### src/rtl/soc_defs.svh
`ifndef SOC_DEFS_SVH
`define SOC_DEFS_SVH

////////////////////
// Clock dividers
////////////////////

`define UART_DIV 16          // Clocks per UART bit
`define SPI_HALF 2           // Clocks per SPI half period

////////////////////
// Register map
////////////////////

`define REG_UART_DATA 2'd0   // Tx on write, rx byte on read
`define REG_STATUS    2'd1   // Read only
`define REG_SPI_DATA  2'd2   // Exchange on write, last rx on read

// Status register bit positions
`define ST_TX_BUSY    0
`define ST_RX_VALID   1
`define ST_SPI_BUSY   2
`define ST_RX_OVERRUN 3

`endif
### src/rtl/soc_pkg.sv
package soc_pkg;

   // Widths with a meaning
   typedef logic [7:0] byte_t;       // Serial data byte
   typedef logic [1:0] reg_addr_t;   // Register address
   typedef logic [7:0] reg_data_t;   // Register data word

   // Shared by the UART transmitter and receiver
   typedef enum logic [1:0] {
      UART_IDLE  = 2'd0,
      UART_START = 2'd1,
      UART_DATA  = 2'd2,
      UART_STOP  = 2'd3
   } uart_state_e;

   // SPI master sequencing
   typedef enum logic [1:0] {
      SPI_IDLE  = 2'd0,   // CS high
      SPI_LEAD  = 2'd1,   // CS low before first clock
      SPI_SHIFT = 2'd2,   // Eight sck periods
      SPI_TRAIL = 2'd3    // Hold after last falling edge
   } spi_state_e;

endpackage

### src/rtl/board_top.sv
`timescale 1ns/100ps

module board_top import soc_pkg::*; (
   input  logic      clk,
   input  logic      SYS_RST_N,    // Board reset, asynchronous
   // Register port
   input  logic      wr_stb,
   input  logic      rd_stb,
   input  reg_addr_t addr,
   input  reg_data_t wr_data,
   output reg_data_t rd_data,
   output logic      rd_valid,
   // Serial pins
   input  logic      uart_rxd,
   output logic      uart_txd,
   input  logic      spi_miso,
   output logic      spi_sck,
   output logic      spi_cs_n,
   output logic      spi_mosi
);

   logic [1:0] rst_sync;     // Release synchronizer
   logic       rst_n;        // Internal reset
   logic       tx_start;
   byte_t      tx_byte;
   logic       tx_busy;
   logic       rx_done;
   byte_t      rx_byte;
   logic       spi_start;
   byte_t      spi_tx_byte;
   logic       spi_busy;
   logic       spi_done;
   byte_t      spi_rx_byte;

   ////////////////////
   // Reset conditioning
   ////////////////////

   // Asserts at once, releases on second edge
   always_ff @(posedge clk or negedge SYS_RST_N) begin
      if (!SYS_RST_N)
         rst_sync <= 2'b00;
      else
         rst_sync <= {rst_sync[0], 1'b1};
   end

   assign rst_n = rst_sync[1];

   ////////////////////
   // Peripherals
   ////////////////////

   io_regs u_io_regs (
      .clk         (clk),
      .rst_n       (rst_n),
      .wr_stb      (wr_stb),
      .rd_stb      (rd_stb),
      .addr        (addr),
      .wr_data     (wr_data),
      .rd_data     (rd_data),
      .rd_valid    (rd_valid),
      .tx_busy     (tx_busy),
      .rx_done     (rx_done),
      .rx_byte     (rx_byte),
      .tx_start    (tx_start),
      .tx_byte     (tx_byte),
      .spi_busy    (spi_busy),
      .spi_done    (spi_done),
      .spi_rx_byte (spi_rx_byte),
      .spi_start   (spi_start),
      .spi_tx_byte (spi_tx_byte)
   );

   uart_tx u_uart_tx (
      .clk      (clk),
      .rst_n    (rst_n),
      .tx_start (tx_start),
      .tx_byte  (tx_byte),
      .tx_busy  (tx_busy),
      .uart_txd (uart_txd)
   );

   uart_rx u_uart_rx (
      .clk      (clk),
      .rst_n    (rst_n),
      .uart_rxd (uart_rxd),
      .rx_done  (rx_done),
      .rx_byte  (rx_byte)
   );

   spi_master u_spi_master (
      .clk         (clk),
      .rst_n       (rst_n),
      .spi_start   (spi_start),
      .spi_tx_byte (spi_tx_byte),
      .spi_miso    (spi_miso),
      .spi_busy    (spi_busy),
      .spi_done    (spi_done),
      .spi_rx_byte (spi_rx_byte),
      .spi_sck     (spi_sck),
      .spi_cs_n    (spi_cs_n),
      .spi_mosi    (spi_mosi)
   );

endmodule

### src/rtl/io_regs.sv
`timescale 1ns/100ps
`include "soc_defs.svh"

module io_regs import soc_pkg::*; (
   input  logic      clk,
   input  logic      rst_n,
   // Register port
   input  logic      wr_stb,
   input  logic      rd_stb,
   input  reg_addr_t addr,
   input  reg_data_t wr_data,
   output reg_data_t rd_data,
   output logic      rd_valid,
   // UART side
   input  logic      tx_busy,
   input  logic      rx_done,
   input  byte_t     rx_byte,
   output logic      tx_start,
   output byte_t     tx_byte,
   // SPI side
   input  logic      spi_busy,
   input  logic      spi_done,
   input  byte_t     spi_rx_byte,
   output logic      spi_start,
   output byte_t     spi_tx_byte
);

   byte_t     rx_hold;       // Last UART byte
   byte_t     spi_hold;      // Last SPI byte
   logic      rx_valid;
   logic      rx_overrun;
   logic      rd_uart;       // Read of UART data this cycle
   reg_data_t status;
   reg_data_t rd_mux;

   ////////////////////
   // Write decode
   ////////////////////

   // Starts go out in the strobe cycle so units react next edge
   assign tx_start    = wr_stb && (addr == `REG_UART_DATA) && !tx_busy;
   assign spi_start   = wr_stb && (addr == `REG_SPI_DATA) && !spi_busy;
   assign tx_byte     = wr_data;
   assign spi_tx_byte = wr_data;

   assign rd_uart = rd_stb && (addr == `REG_UART_DATA);

   // Receive flags
   always_ff @(posedge clk or negedge rst_n) begin
      if (!rst_n) begin
         rx_valid   <= 1'b0;
         rx_overrun <= 1'b0;
      end else if (rx_done) begin
         rx_valid <= 1'b1;
         if (rd_uart)
            rx_overrun <= 1'b0;             // Old byte consumed
         else if (rx_valid)
            rx_overrun <= 1'b1;             // Unread byte lost
      end else if (rd_uart) begin
         rx_valid   <= 1'b0;
         rx_overrun <= 1'b0;
      end
   end

   // Received data holding
   always_ff @(posedge clk) begin
      if (rx_done)
         rx_hold <= rx_byte;                // Newest byte wins
      if (spi_done)
         spi_hold <= spi_rx_byte;
   end

   ////////////////////
   // Read path
   ////////////////////

   always_comb begin
      status                 = '0;
      status[`ST_TX_BUSY]    = tx_busy;
      status[`ST_RX_VALID]   = rx_valid;
      status[`ST_SPI_BUSY]   = spi_busy;
      status[`ST_RX_OVERRUN] = rx_overrun;
   end

   always_comb begin
      case (addr)
         `REG_UART_DATA: rd_mux = rx_hold;
         `REG_STATUS:    rd_mux = status;
         `REG_SPI_DATA:  rd_mux = spi_hold;
         default:        rd_mux = '0;       // Unmapped
      endcase
   end

   always_ff @(posedge clk or negedge rst_n) begin
      if (!rst_n)
         rd_valid <= 1'b0;
      else
         rd_valid <= rd_stb;                // One cycle after strobe
   end

   always_ff @(posedge clk) begin
      if (rd_stb)
         rd_data <= rd_mux;
   end

endmodule

### src/rtl/spi_master.sv
`timescale 1ns/100ps
`include "soc_defs.svh"

module spi_master import soc_pkg::*; (
   input  logic  clk,
   input  logic  rst_n,
   input  logic  spi_start,     // Single-cycle pulse
   input  byte_t spi_tx_byte,
   input  logic  spi_miso,
   output logic  spi_busy,
   output logic  spi_done,      // Pulse as CS rises
   output byte_t spi_rx_byte,
   output logic  spi_sck,       // Mode 0, idles low
   output logic  spi_cs_n,
   output logic  spi_mosi
);

   localparam int CNT_W = $clog2(`SPI_HALF + 1);

   spi_state_e       state;
   logic [CNT_W-1:0] half_cnt;    // Cycles within half period
   logic [2:0]       bit_cnt;
   byte_t            shreg;       // Tx out at [7], rx in at [0]
   logic             miso_bit;    // Held from rising sck
   logic             half_end;

   assign half_end    = (half_cnt == CNT_W'(`SPI_HALF - 1));
   assign spi_busy    = (state != SPI_IDLE);
   assign spi_mosi    = shreg[7];
   assign spi_rx_byte = shreg;    // Complete once done pulses

   ////////////////////
   // Exchange sequencer
   ////////////////////

   always_ff @(posedge clk or negedge rst_n) begin
      if (!rst_n) begin
         state    <= SPI_IDLE;
         half_cnt <= '0;
         bit_cnt  <= '0;
         spi_sck  <= 1'b0;
         spi_cs_n <= 1'b1;
         spi_done <= 1'b0;
      end else begin
         spi_done <= 1'b0;
         if (state == SPI_IDLE || half_end)
            half_cnt <= '0;
         else
            half_cnt <= half_cnt + 1'b1;

         case (state)
            SPI_IDLE: begin
               if (spi_start) begin
                  state    <= SPI_LEAD;
                  spi_cs_n <= 1'b0;
               end
            end
            SPI_LEAD: begin
               if (half_end) begin
                  state   <= SPI_SHIFT;
                  bit_cnt <= '0;
               end
            end
            SPI_SHIFT: begin
               if (half_end) begin
                  spi_sck <= ~spi_sck;
                  if (spi_sck) begin             // End of high half
                     if (bit_cnt == 3'd7)
                        state <= SPI_TRAIL;
                     else
                        bit_cnt <= bit_cnt + 1'b1;
                  end
               end
            end
            SPI_TRAIL: begin
               if (half_end) begin
                  state    <= SPI_IDLE;
                  spi_cs_n <= 1'b1;
                  spi_done <= 1'b1;
               end
            end
         endcase
      end
   end

   // Shift path
   always_ff @(posedge clk) begin
      if (spi_start)
         shreg <= spi_tx_byte;
      else if (state == SPI_SHIFT && half_end) begin
         if (!spi_sck)
            miso_bit <= spi_miso;                // Rising sck
         else
            shreg <= {shreg[6:0], miso_bit};     // Falling sck
      end
   end

endmodule

### src/rtl/uart_rx.sv
`timescale 1ns/100ps
`include "soc_defs.svh"

module uart_rx import soc_pkg::*; (
   input  logic  clk,
   input  logic  rst_n,
   input  logic  uart_rxd,    // Asynchronous line
   output logic  rx_done,     // One cycle per good frame
   output byte_t rx_byte
);

   localparam int BAUD_W = $clog2(`UART_DIV);

   uart_state_e       state;
   logic [BAUD_W-1:0] baud_cnt;
   logic [2:0]        bit_cnt;
   byte_t             shreg;
   logic              rxd_s1;     // Synchronizer stage 1
   logic              rxd_s2;     // Synchronizer stage 2
   logic              rxd_d;      // Previous synced value
   logic              half_pt;
   logic              full_pt;
   logic              tick;       // Sample point of current bit

   assign half_pt = (baud_cnt == BAUD_W'(`UART_DIV / 2 - 1));
   assign full_pt = (baud_cnt == BAUD_W'(`UART_DIV - 1));
   // Start bit checked at its middle, later bits one period apart
   assign tick    = (state == UART_START) ? half_pt : full_pt;

   ////////////////////
   // Line synchronizer
   ////////////////////

   always_ff @(posedge clk or negedge rst_n) begin
      if (!rst_n) begin
         rxd_s1 <= 1'b1;
         rxd_s2 <= 1'b1;
         rxd_d  <= 1'b1;
      end else begin
         rxd_s1 <= uart_rxd;
         rxd_s2 <= rxd_s1;
         rxd_d  <= rxd_s2;                   // For edge detect
      end
   end

   // Receive sequencer
   always_ff @(posedge clk or negedge rst_n) begin
      if (!rst_n) begin
         state    <= UART_IDLE;
         baud_cnt <= '0;
         bit_cnt  <= '0;
         rx_done  <= 1'b0;
      end else begin
         rx_done <= 1'b0;
         if (state == UART_IDLE || tick)
            baud_cnt <= '0;
         else
            baud_cnt <= baud_cnt + 1'b1;

         case (state)
            UART_IDLE: begin
               if (rxd_d && !rxd_s2)
                  state <= UART_START;       // Falling edge seen
            end
            UART_START: begin
               if (tick) begin
                  if (!rxd_s2) begin
                     state   <= UART_DATA;
                     bit_cnt <= '0;
                  end else begin
                     state <= UART_IDLE;     // Glitch, not a start bit
                  end
               end
            end
            UART_DATA: begin
               if (tick) begin
                  if (bit_cnt == 3'd7)
                     state <= UART_STOP;
                  else
                     bit_cnt <= bit_cnt + 1'b1;
               end
            end
            UART_STOP: begin
               if (tick) begin
                  state   <= UART_IDLE;
                  rx_done <= rxd_s2;         // Framing error drops byte
               end
            end
         endcase
      end
   end

   // Data capture
   always_ff @(posedge clk) begin
      if (state == UART_DATA && tick)
         shreg <= {rxd_s2, shreg[7:1]};      // LSB arrives first
      if (state == UART_STOP && tick && rxd_s2)
         rx_byte <= shreg;
   end

endmodule

### src/rtl/uart_tx.sv
`timescale 1ns/100ps
`include "soc_defs.svh"

module uart_tx import soc_pkg::*; (
   input  logic  clk,
   input  logic  rst_n,
   input  logic  tx_start,    // Single-cycle pulse
   input  byte_t tx_byte,
   output logic  tx_busy,
   output logic  uart_txd     // Idles high
);

   localparam int BAUD_W = $clog2(`UART_DIV);

   uart_state_e       state;
   logic [BAUD_W-1:0] baud_cnt;   // Cycles within current bit
   logic [2:0]        bit_cnt;    // Data bit index
   byte_t             shreg;      // Outgoing bits, LSB at [0]
   logic              bit_end;
   logic              shift_en;

   assign bit_end  = (baud_cnt == BAUD_W'(`UART_DIV - 1));
   assign shift_en = bit_end && (state == UART_START || state == UART_DATA);
   assign tx_busy  = (state != UART_IDLE);

   ////////////////////
   // Frame sequencer
   ////////////////////

   always_ff @(posedge clk or negedge rst_n) begin
      if (!rst_n) begin
         state    <= UART_IDLE;
         baud_cnt <= '0;
         bit_cnt  <= '0;
         uart_txd <= 1'b1;
      end else begin
         if (state == UART_IDLE || bit_end)
            baud_cnt <= '0;
         else
            baud_cnt <= baud_cnt + 1'b1;

         case (state)
            UART_IDLE: begin
               if (tx_start) begin
                  state    <= UART_START;
                  uart_txd <= 1'b0;          // Start bit next cycle
               end
            end
            UART_START: begin
               if (bit_end) begin
                  state    <= UART_DATA;
                  bit_cnt  <= '0;
                  uart_txd <= shreg[0];      // First data bit
               end
            end
            UART_DATA: begin
               if (bit_end) begin
                  if (bit_cnt == 3'd7) begin
                     state    <= UART_STOP;
                     uart_txd <= 1'b1;       // Stop bit
                  end else begin
                     bit_cnt  <= bit_cnt + 1'b1;
                     uart_txd <= shreg[0];
                  end
               end
            end
            UART_STOP: begin
               if (bit_end)
                  state <= UART_IDLE;        // Line stays high
            end
         endcase
      end
   end

   // Data shift register
   always_ff @(posedge clk) begin
      if (tx_start)
         shreg <= tx_byte;
      else if (shift_en)
         shreg <= {1'b0, shreg[7:1]};        // Next bit into [0]
   end

endmodule

### config.mk
export PLATFORM = sky130hd
export DESIGN_NAME = board_top
export DESIGN_NICKNAME = d
export VERILOG_FILES = /design/src/rtl/soc_pkg.sv /design/src/rtl/board_top.sv /design/src/rtl/io_regs.sv /design/src/rtl/spi_master.sv /design/src/rtl/uart_rx.sv /design/src/rtl/uart_tx.sv
export VERILOG_INCLUDE_DIRS = /design/src /design/src/rtl
export SDC_FILE = /design/constraint.sdc
export NUM_CORES = 1
export LEC_CHECK = 0
export ABC_CLOCK_PERIOD_IN_PS = 1400
export BUFFER_PORTS_ARGS = -buffer_cell sky130_fd_sc_hd__clkbuf_2
export CAP_MARGIN = 10
export CORE_MARGIN = 3
export CORE_UTILIZATION = 60
export CTS_BUF_LIST = sky130_fd_sc_hd__clkbuf_4
export DETAILED_ROUTE_END_ITERATION = 10
export PLACE_DENSITY = 0.79
export SLEW_MARGIN = 20
export SYNTH_ARGS = -nofsm -noshare
export SYNTH_HDL_FRONTEND = slang
export SYNTH_SLANG_ARGS = --single-unit
### constraint.sdc
create_clock -name clk -period 1.4 [get_ports clk]
set_clock_uncertainty 0.05 [all_clocks]
set_input_delay 0.14 -clock clk [delete_from_list [all_inputs] [get_ports clk]]
set_output_delay 0.14 -clock clk [all_outputs]
set_load 0.01 [all_outputs]
==> results.md <==
* Die Width at 89.0 um
* Clk buf depth at 2
* Syn Inst Count at 295
* Synthesized area per cell at 14.0 um^2
* Yosys warns at 0
* Final GP Congestion at 0.848
* Iteration-0 DRC Markers at 175
* Starting Density at 63.6%
* R2r setup slk at -0.32 ns
* Post-route ant nets at 0
* Nets at about 450
* Worst-path clk slew at 0.18 ns
* Failing checks: setup timing
* Fmax at 583 MHz
* Core area at 6490 um^2
* Synth Cell Area at slightly above 4000 um^2
* Final setup margin at -0.316 ns
* Diode count at 0
* Critical-path maximum fanout at 10
* Final wirelength at 8910 um
* Num ports at 29
* Rows at 29
* Reg-to-reg critical path endpoint: u_uart_tx.shreg[5]$_DFFE_PP_
* Die footprint at 7920 um^2
* DIE HEIGHT at 89.0 um
* Number of synthesized flops with an enable pin at 57
* DRT Pass-1 Iters at 4
* Total congestion overflow at 0
* First-pass GRT wire length at 13500 um
* Setup crit end: u_uart_tx.shreg[5]$_DFFE_PP_
* Worst hold path class: reg2async
* Dpl ws at -0.281 ns
* Power Density at about 1800 nW/um^2
* Outcome: finished with violations
* Avg WL per Cell at approximately 18 um
* Syn nets at 333
* Area delta synth->final at 36.5%
* CP Launch Type: register
* Post-synth ARST share at 40.0%
* CTS sink cnt at 95
* Endpoints failing setup at around 70
* CTS tree: built
* Design area at roughly 5600 um^2
* CP Data Arrival Time at 1.89 ns
* Vias/cell at 5.85
* Crit Path Category: reg2reg
* Worst setup startpoint: u_uart_tx.state[0]$_DFFE_PN0P_
* Max cap viols at 0
* Initial antenna violation count at 0
* DR vias at 2873
* Fillers at roughly 290
* Seq/Total Area, Yosys at 64.6%
* TritonCTS buffer count at 9
* Ys flop type: edfxtp_1
* Crit end category: register
* Max-slew violations at 0
* Final Cycle Share at 123%
* Worst r2r src: u_uart_tx.state[0]$_DFFE_PN0P_
* HPWL Detailed at approximately 5500 um
* Vias in the first global route at approximately 2800
* Worst vdd rail ir drop at 1.52 mV
* RSZ-0062 raised after global routing: yes
* Netlist cell types at 52
* Post-route minimum period at 1.72 ns
* CTS H-tree depth at 3
* Drt drc at 0
* IO buf count at 28
* Max stage delay on crit path at about 0.44 ns
* Layout cells sized above 1 at 49.5%
* Root Buffer: clkbuf_4
* GRT Util Overall at 23.0%
* P_leak at 2.34 nW
* FF-to-FF path depth at 6
* Worst skew pair latency at 0.45 ns
* Placement Cell Area at around 4900 um^2
* Pin count of the biggest net entering global routing at 29
* Slowest-stage cell, CP: dfrtp_1
* FF+latch count, synth at 95
* Cell Chain, Critical Path: inv_2, ha_4, inv_4, nor3_4, buf_12, mux2_2
* WP data required at 1.57 ns
* Final Hold Fails at 0
## worst min-delay path by stage
stage / cells after the start / from / slack [ns] / end
floorplan: 0 / SYS_RST_N / -0.21 / rst_sync[0]$_DFF_PN0_
global placement: 1 / SYS_RST_N / -0.12 / rst_sync[0]$_DFF_PN0_
detailed placement: 1 / SYS_RST_N / -0.12 / rst_sync[1]$_DFF_PN0_
CTS: 3 / addr[0] / 0.11 / u_io_regs.rd_data[6]$_DFFE_PP_
global route: 3 / addr[0] / 0.10 / u_io_regs.rd_data[6]$_DFFE_PP_
finish: 0 / rst_sync[1]$_DFF_PN0_ / 0.12 / u_uart_rx.baud_cnt[3]$_DFF_PN0_
## metal layers
metal  up-vias  track usage (%)  wire, um
li1       1328                -         -
met1      1438             28.1      3630
met5         -                0         0
met2        89             41.9      4790
met3        18             4.61       322
met4         0             5.82       162
## registers in the layout, indices dropped and copies added (netlist names), 2 cells and up, named ones only
signal,flops
u_uart_tx.bit_cnt,3
u_io_regs.spi_hold,8
u_uart_rx.bit_cnt,3
rst_sync,2
u_uart_rx.rx_byte,8
u_uart_rx.baud_cnt,4
u_io_regs.rx_hold,8
u_uart_tx.shreg,8
u_uart_tx.state,2
u_spi_master.half_cnt,2
u_io_regs.rd_data,8
u_spi_master.spi_rx_byte,8
u_spi_master.state,2
u_spi_master.bit_cnt,3
u_uart_rx.shreg,8
u_uart_tx.baud_cnt,4
## final cells by class
cell class                 count  area, um^2  area share (%)
clock buffer                   9        67.6            1.20
sequential                    95        2670            47.3
clock inverter                 7         101            1.80
timing repair buffer         110         872            15.5
tap                           77        96.3            1.71
multi-input combinational    180        1780            31.6
inverter                      13        51.3           0.909
## where the power goes
group / internal [mW] / total (mW) / switching, mW
Clock: 0.606 / 1.67 / 1.06
Sequential: 3.42 / 3.73 / 0.305
Combinational: 2.39 / 4.50 / 2.11
Total: 6.41 / 9.89 / 3.48
## worst max-delay path: cells and delay by family, from the launching register on
| kind | cells | cell delay [ns] |
|---|---|---|
| buf+inv | 3 | 0.30 |
| simple gates | 1 | 0.21 |
| fa+ha+maj | 1 | 0.15 |
| mux | 1 | 0.34 |
| flops | 1 | 0.44 |
## per-stage QoR
| step | util (%) | power [mW] | hold slack [ns] | setup TNS (ns) | instances |
|---|---|---|---|---|---|
| floorplan | - | 5.77 | -0.206 | -12.17 | 295 |
| global route | 86.9 | 10.4 | 0.102 | -18.81 | 491 |
| global placement | 75.8 | 7.00 | -0.124 | -8.92 | 451 |
| finish | 86.9 | 9.89 | 0.119 | -15.29 | 491 |
| detailed placement | 75.8 | 7.15 | -0.119 | -10.77 | 451 |
| CTS | 84.5 | 9.38 | 0.106 | -12.10 | 488 |
## synthesized netlist by cell type (2+ instances only)
| cell | n | area share [%] |
|---|---|---|
| and3_2 | 2 | 0.36 |
| o221ai_1 | 3 | 0.64 |
| dfstp_2 | 5 | 3.2 |
| mux2_2 | 16 | 4.4 |
| nand3_1 | 7 | 0.85 |
| nand2_1 | 20 | 1.8 |
| o22ai_1 | 2 | 0.30 |
| o21ai_0 | 15 | 1.8 |
| and3_1 | 3 | 0.45 |
| o311ai_0 | 3 | 0.64 |
| a21o_1 | 3 | 0.54 |
| nor3b_1 | 4 | 0.73 |
| nor3_1 | 6 | 0.73 |
| a22o_1 | 5 | 1.1 |
| and2_1 | 2 | 0.30 |
| nand4b_1 | 2 | 0.42 |
| edfxtp_1 | 57 | 41 |
| nand2b_1 | 6 | 0.91 |
| a21bo_2 | 2 | 0.48 |
| ha_1 | 22 | 6.7 |
| inv_1 | 13 | 1.2 |
| nor2b_1 | 3 | 0.45 |
| nor2_1 | 12 | 1.1 |
| clkbuf_1 | 3 | 0.27 |
| xnor2_1 | 4 | 0.85 |
| dfrtp_1 | 33 | 20 |
| buf_2 | 3 | 0.36 |
| a21oi_1 | 6 | 0.73 |
| mux2i_1 | 10 | 2.4 |
## cell families (layout without fill, tap and decap cells)
family / after synthesis / in the layout / share of synthesized area, %
XOR/XNOR: 5 / 5 / 1.06
multiplexers: 26 / 26 / 6.78
flip-flops: 95 / 95 / 64.6
other: 1 / 1 / 0.0907
AND/OR/NAND/NOR: 73 / 73 / 9.90
AO/OA/AOI/OAI: 53 / 53 / 9.02
adder cells (fa/ha/maj): 22 / 22 / 6.66
buffers and inverters: 20 / 139 / 1.91
## placed cells by master, fill, tap and decap left out, types with 5 or more instances in the layout
master,netlist,layout
clkbuf_2,0,27
inv_1,13,6
dfstp_2,5,5
nor2_1,12,11
buf_6,0,9
a22o_1,5,5
edfxtp_1,57,57
nand2b_1,6,5
mux2_2,16,13
ha_1,22,6
buf_4,0,56
ha_4,0,8
mux2i_1,10,9
nand2_1,20,17
nand3_1,7,5
a21oi_1,6,6
dlygate4sd3_1,0,13
o21ai_0,15,9
inv_2,0,6
clkbuf_4,0,9
ha_2,0,8
dfrtp_1,33,32
## what timing repair did
item	in CTS	in global routing
hold buffers	13	0
pin swaps	16	15
cloned	1	0
setup endpoints to repair	68	72
endpoints found under the hold margin	22	0
setup buffers	7	7
resized for setup	42	26
Note: power is estimated with default switching activity, not from simulation.
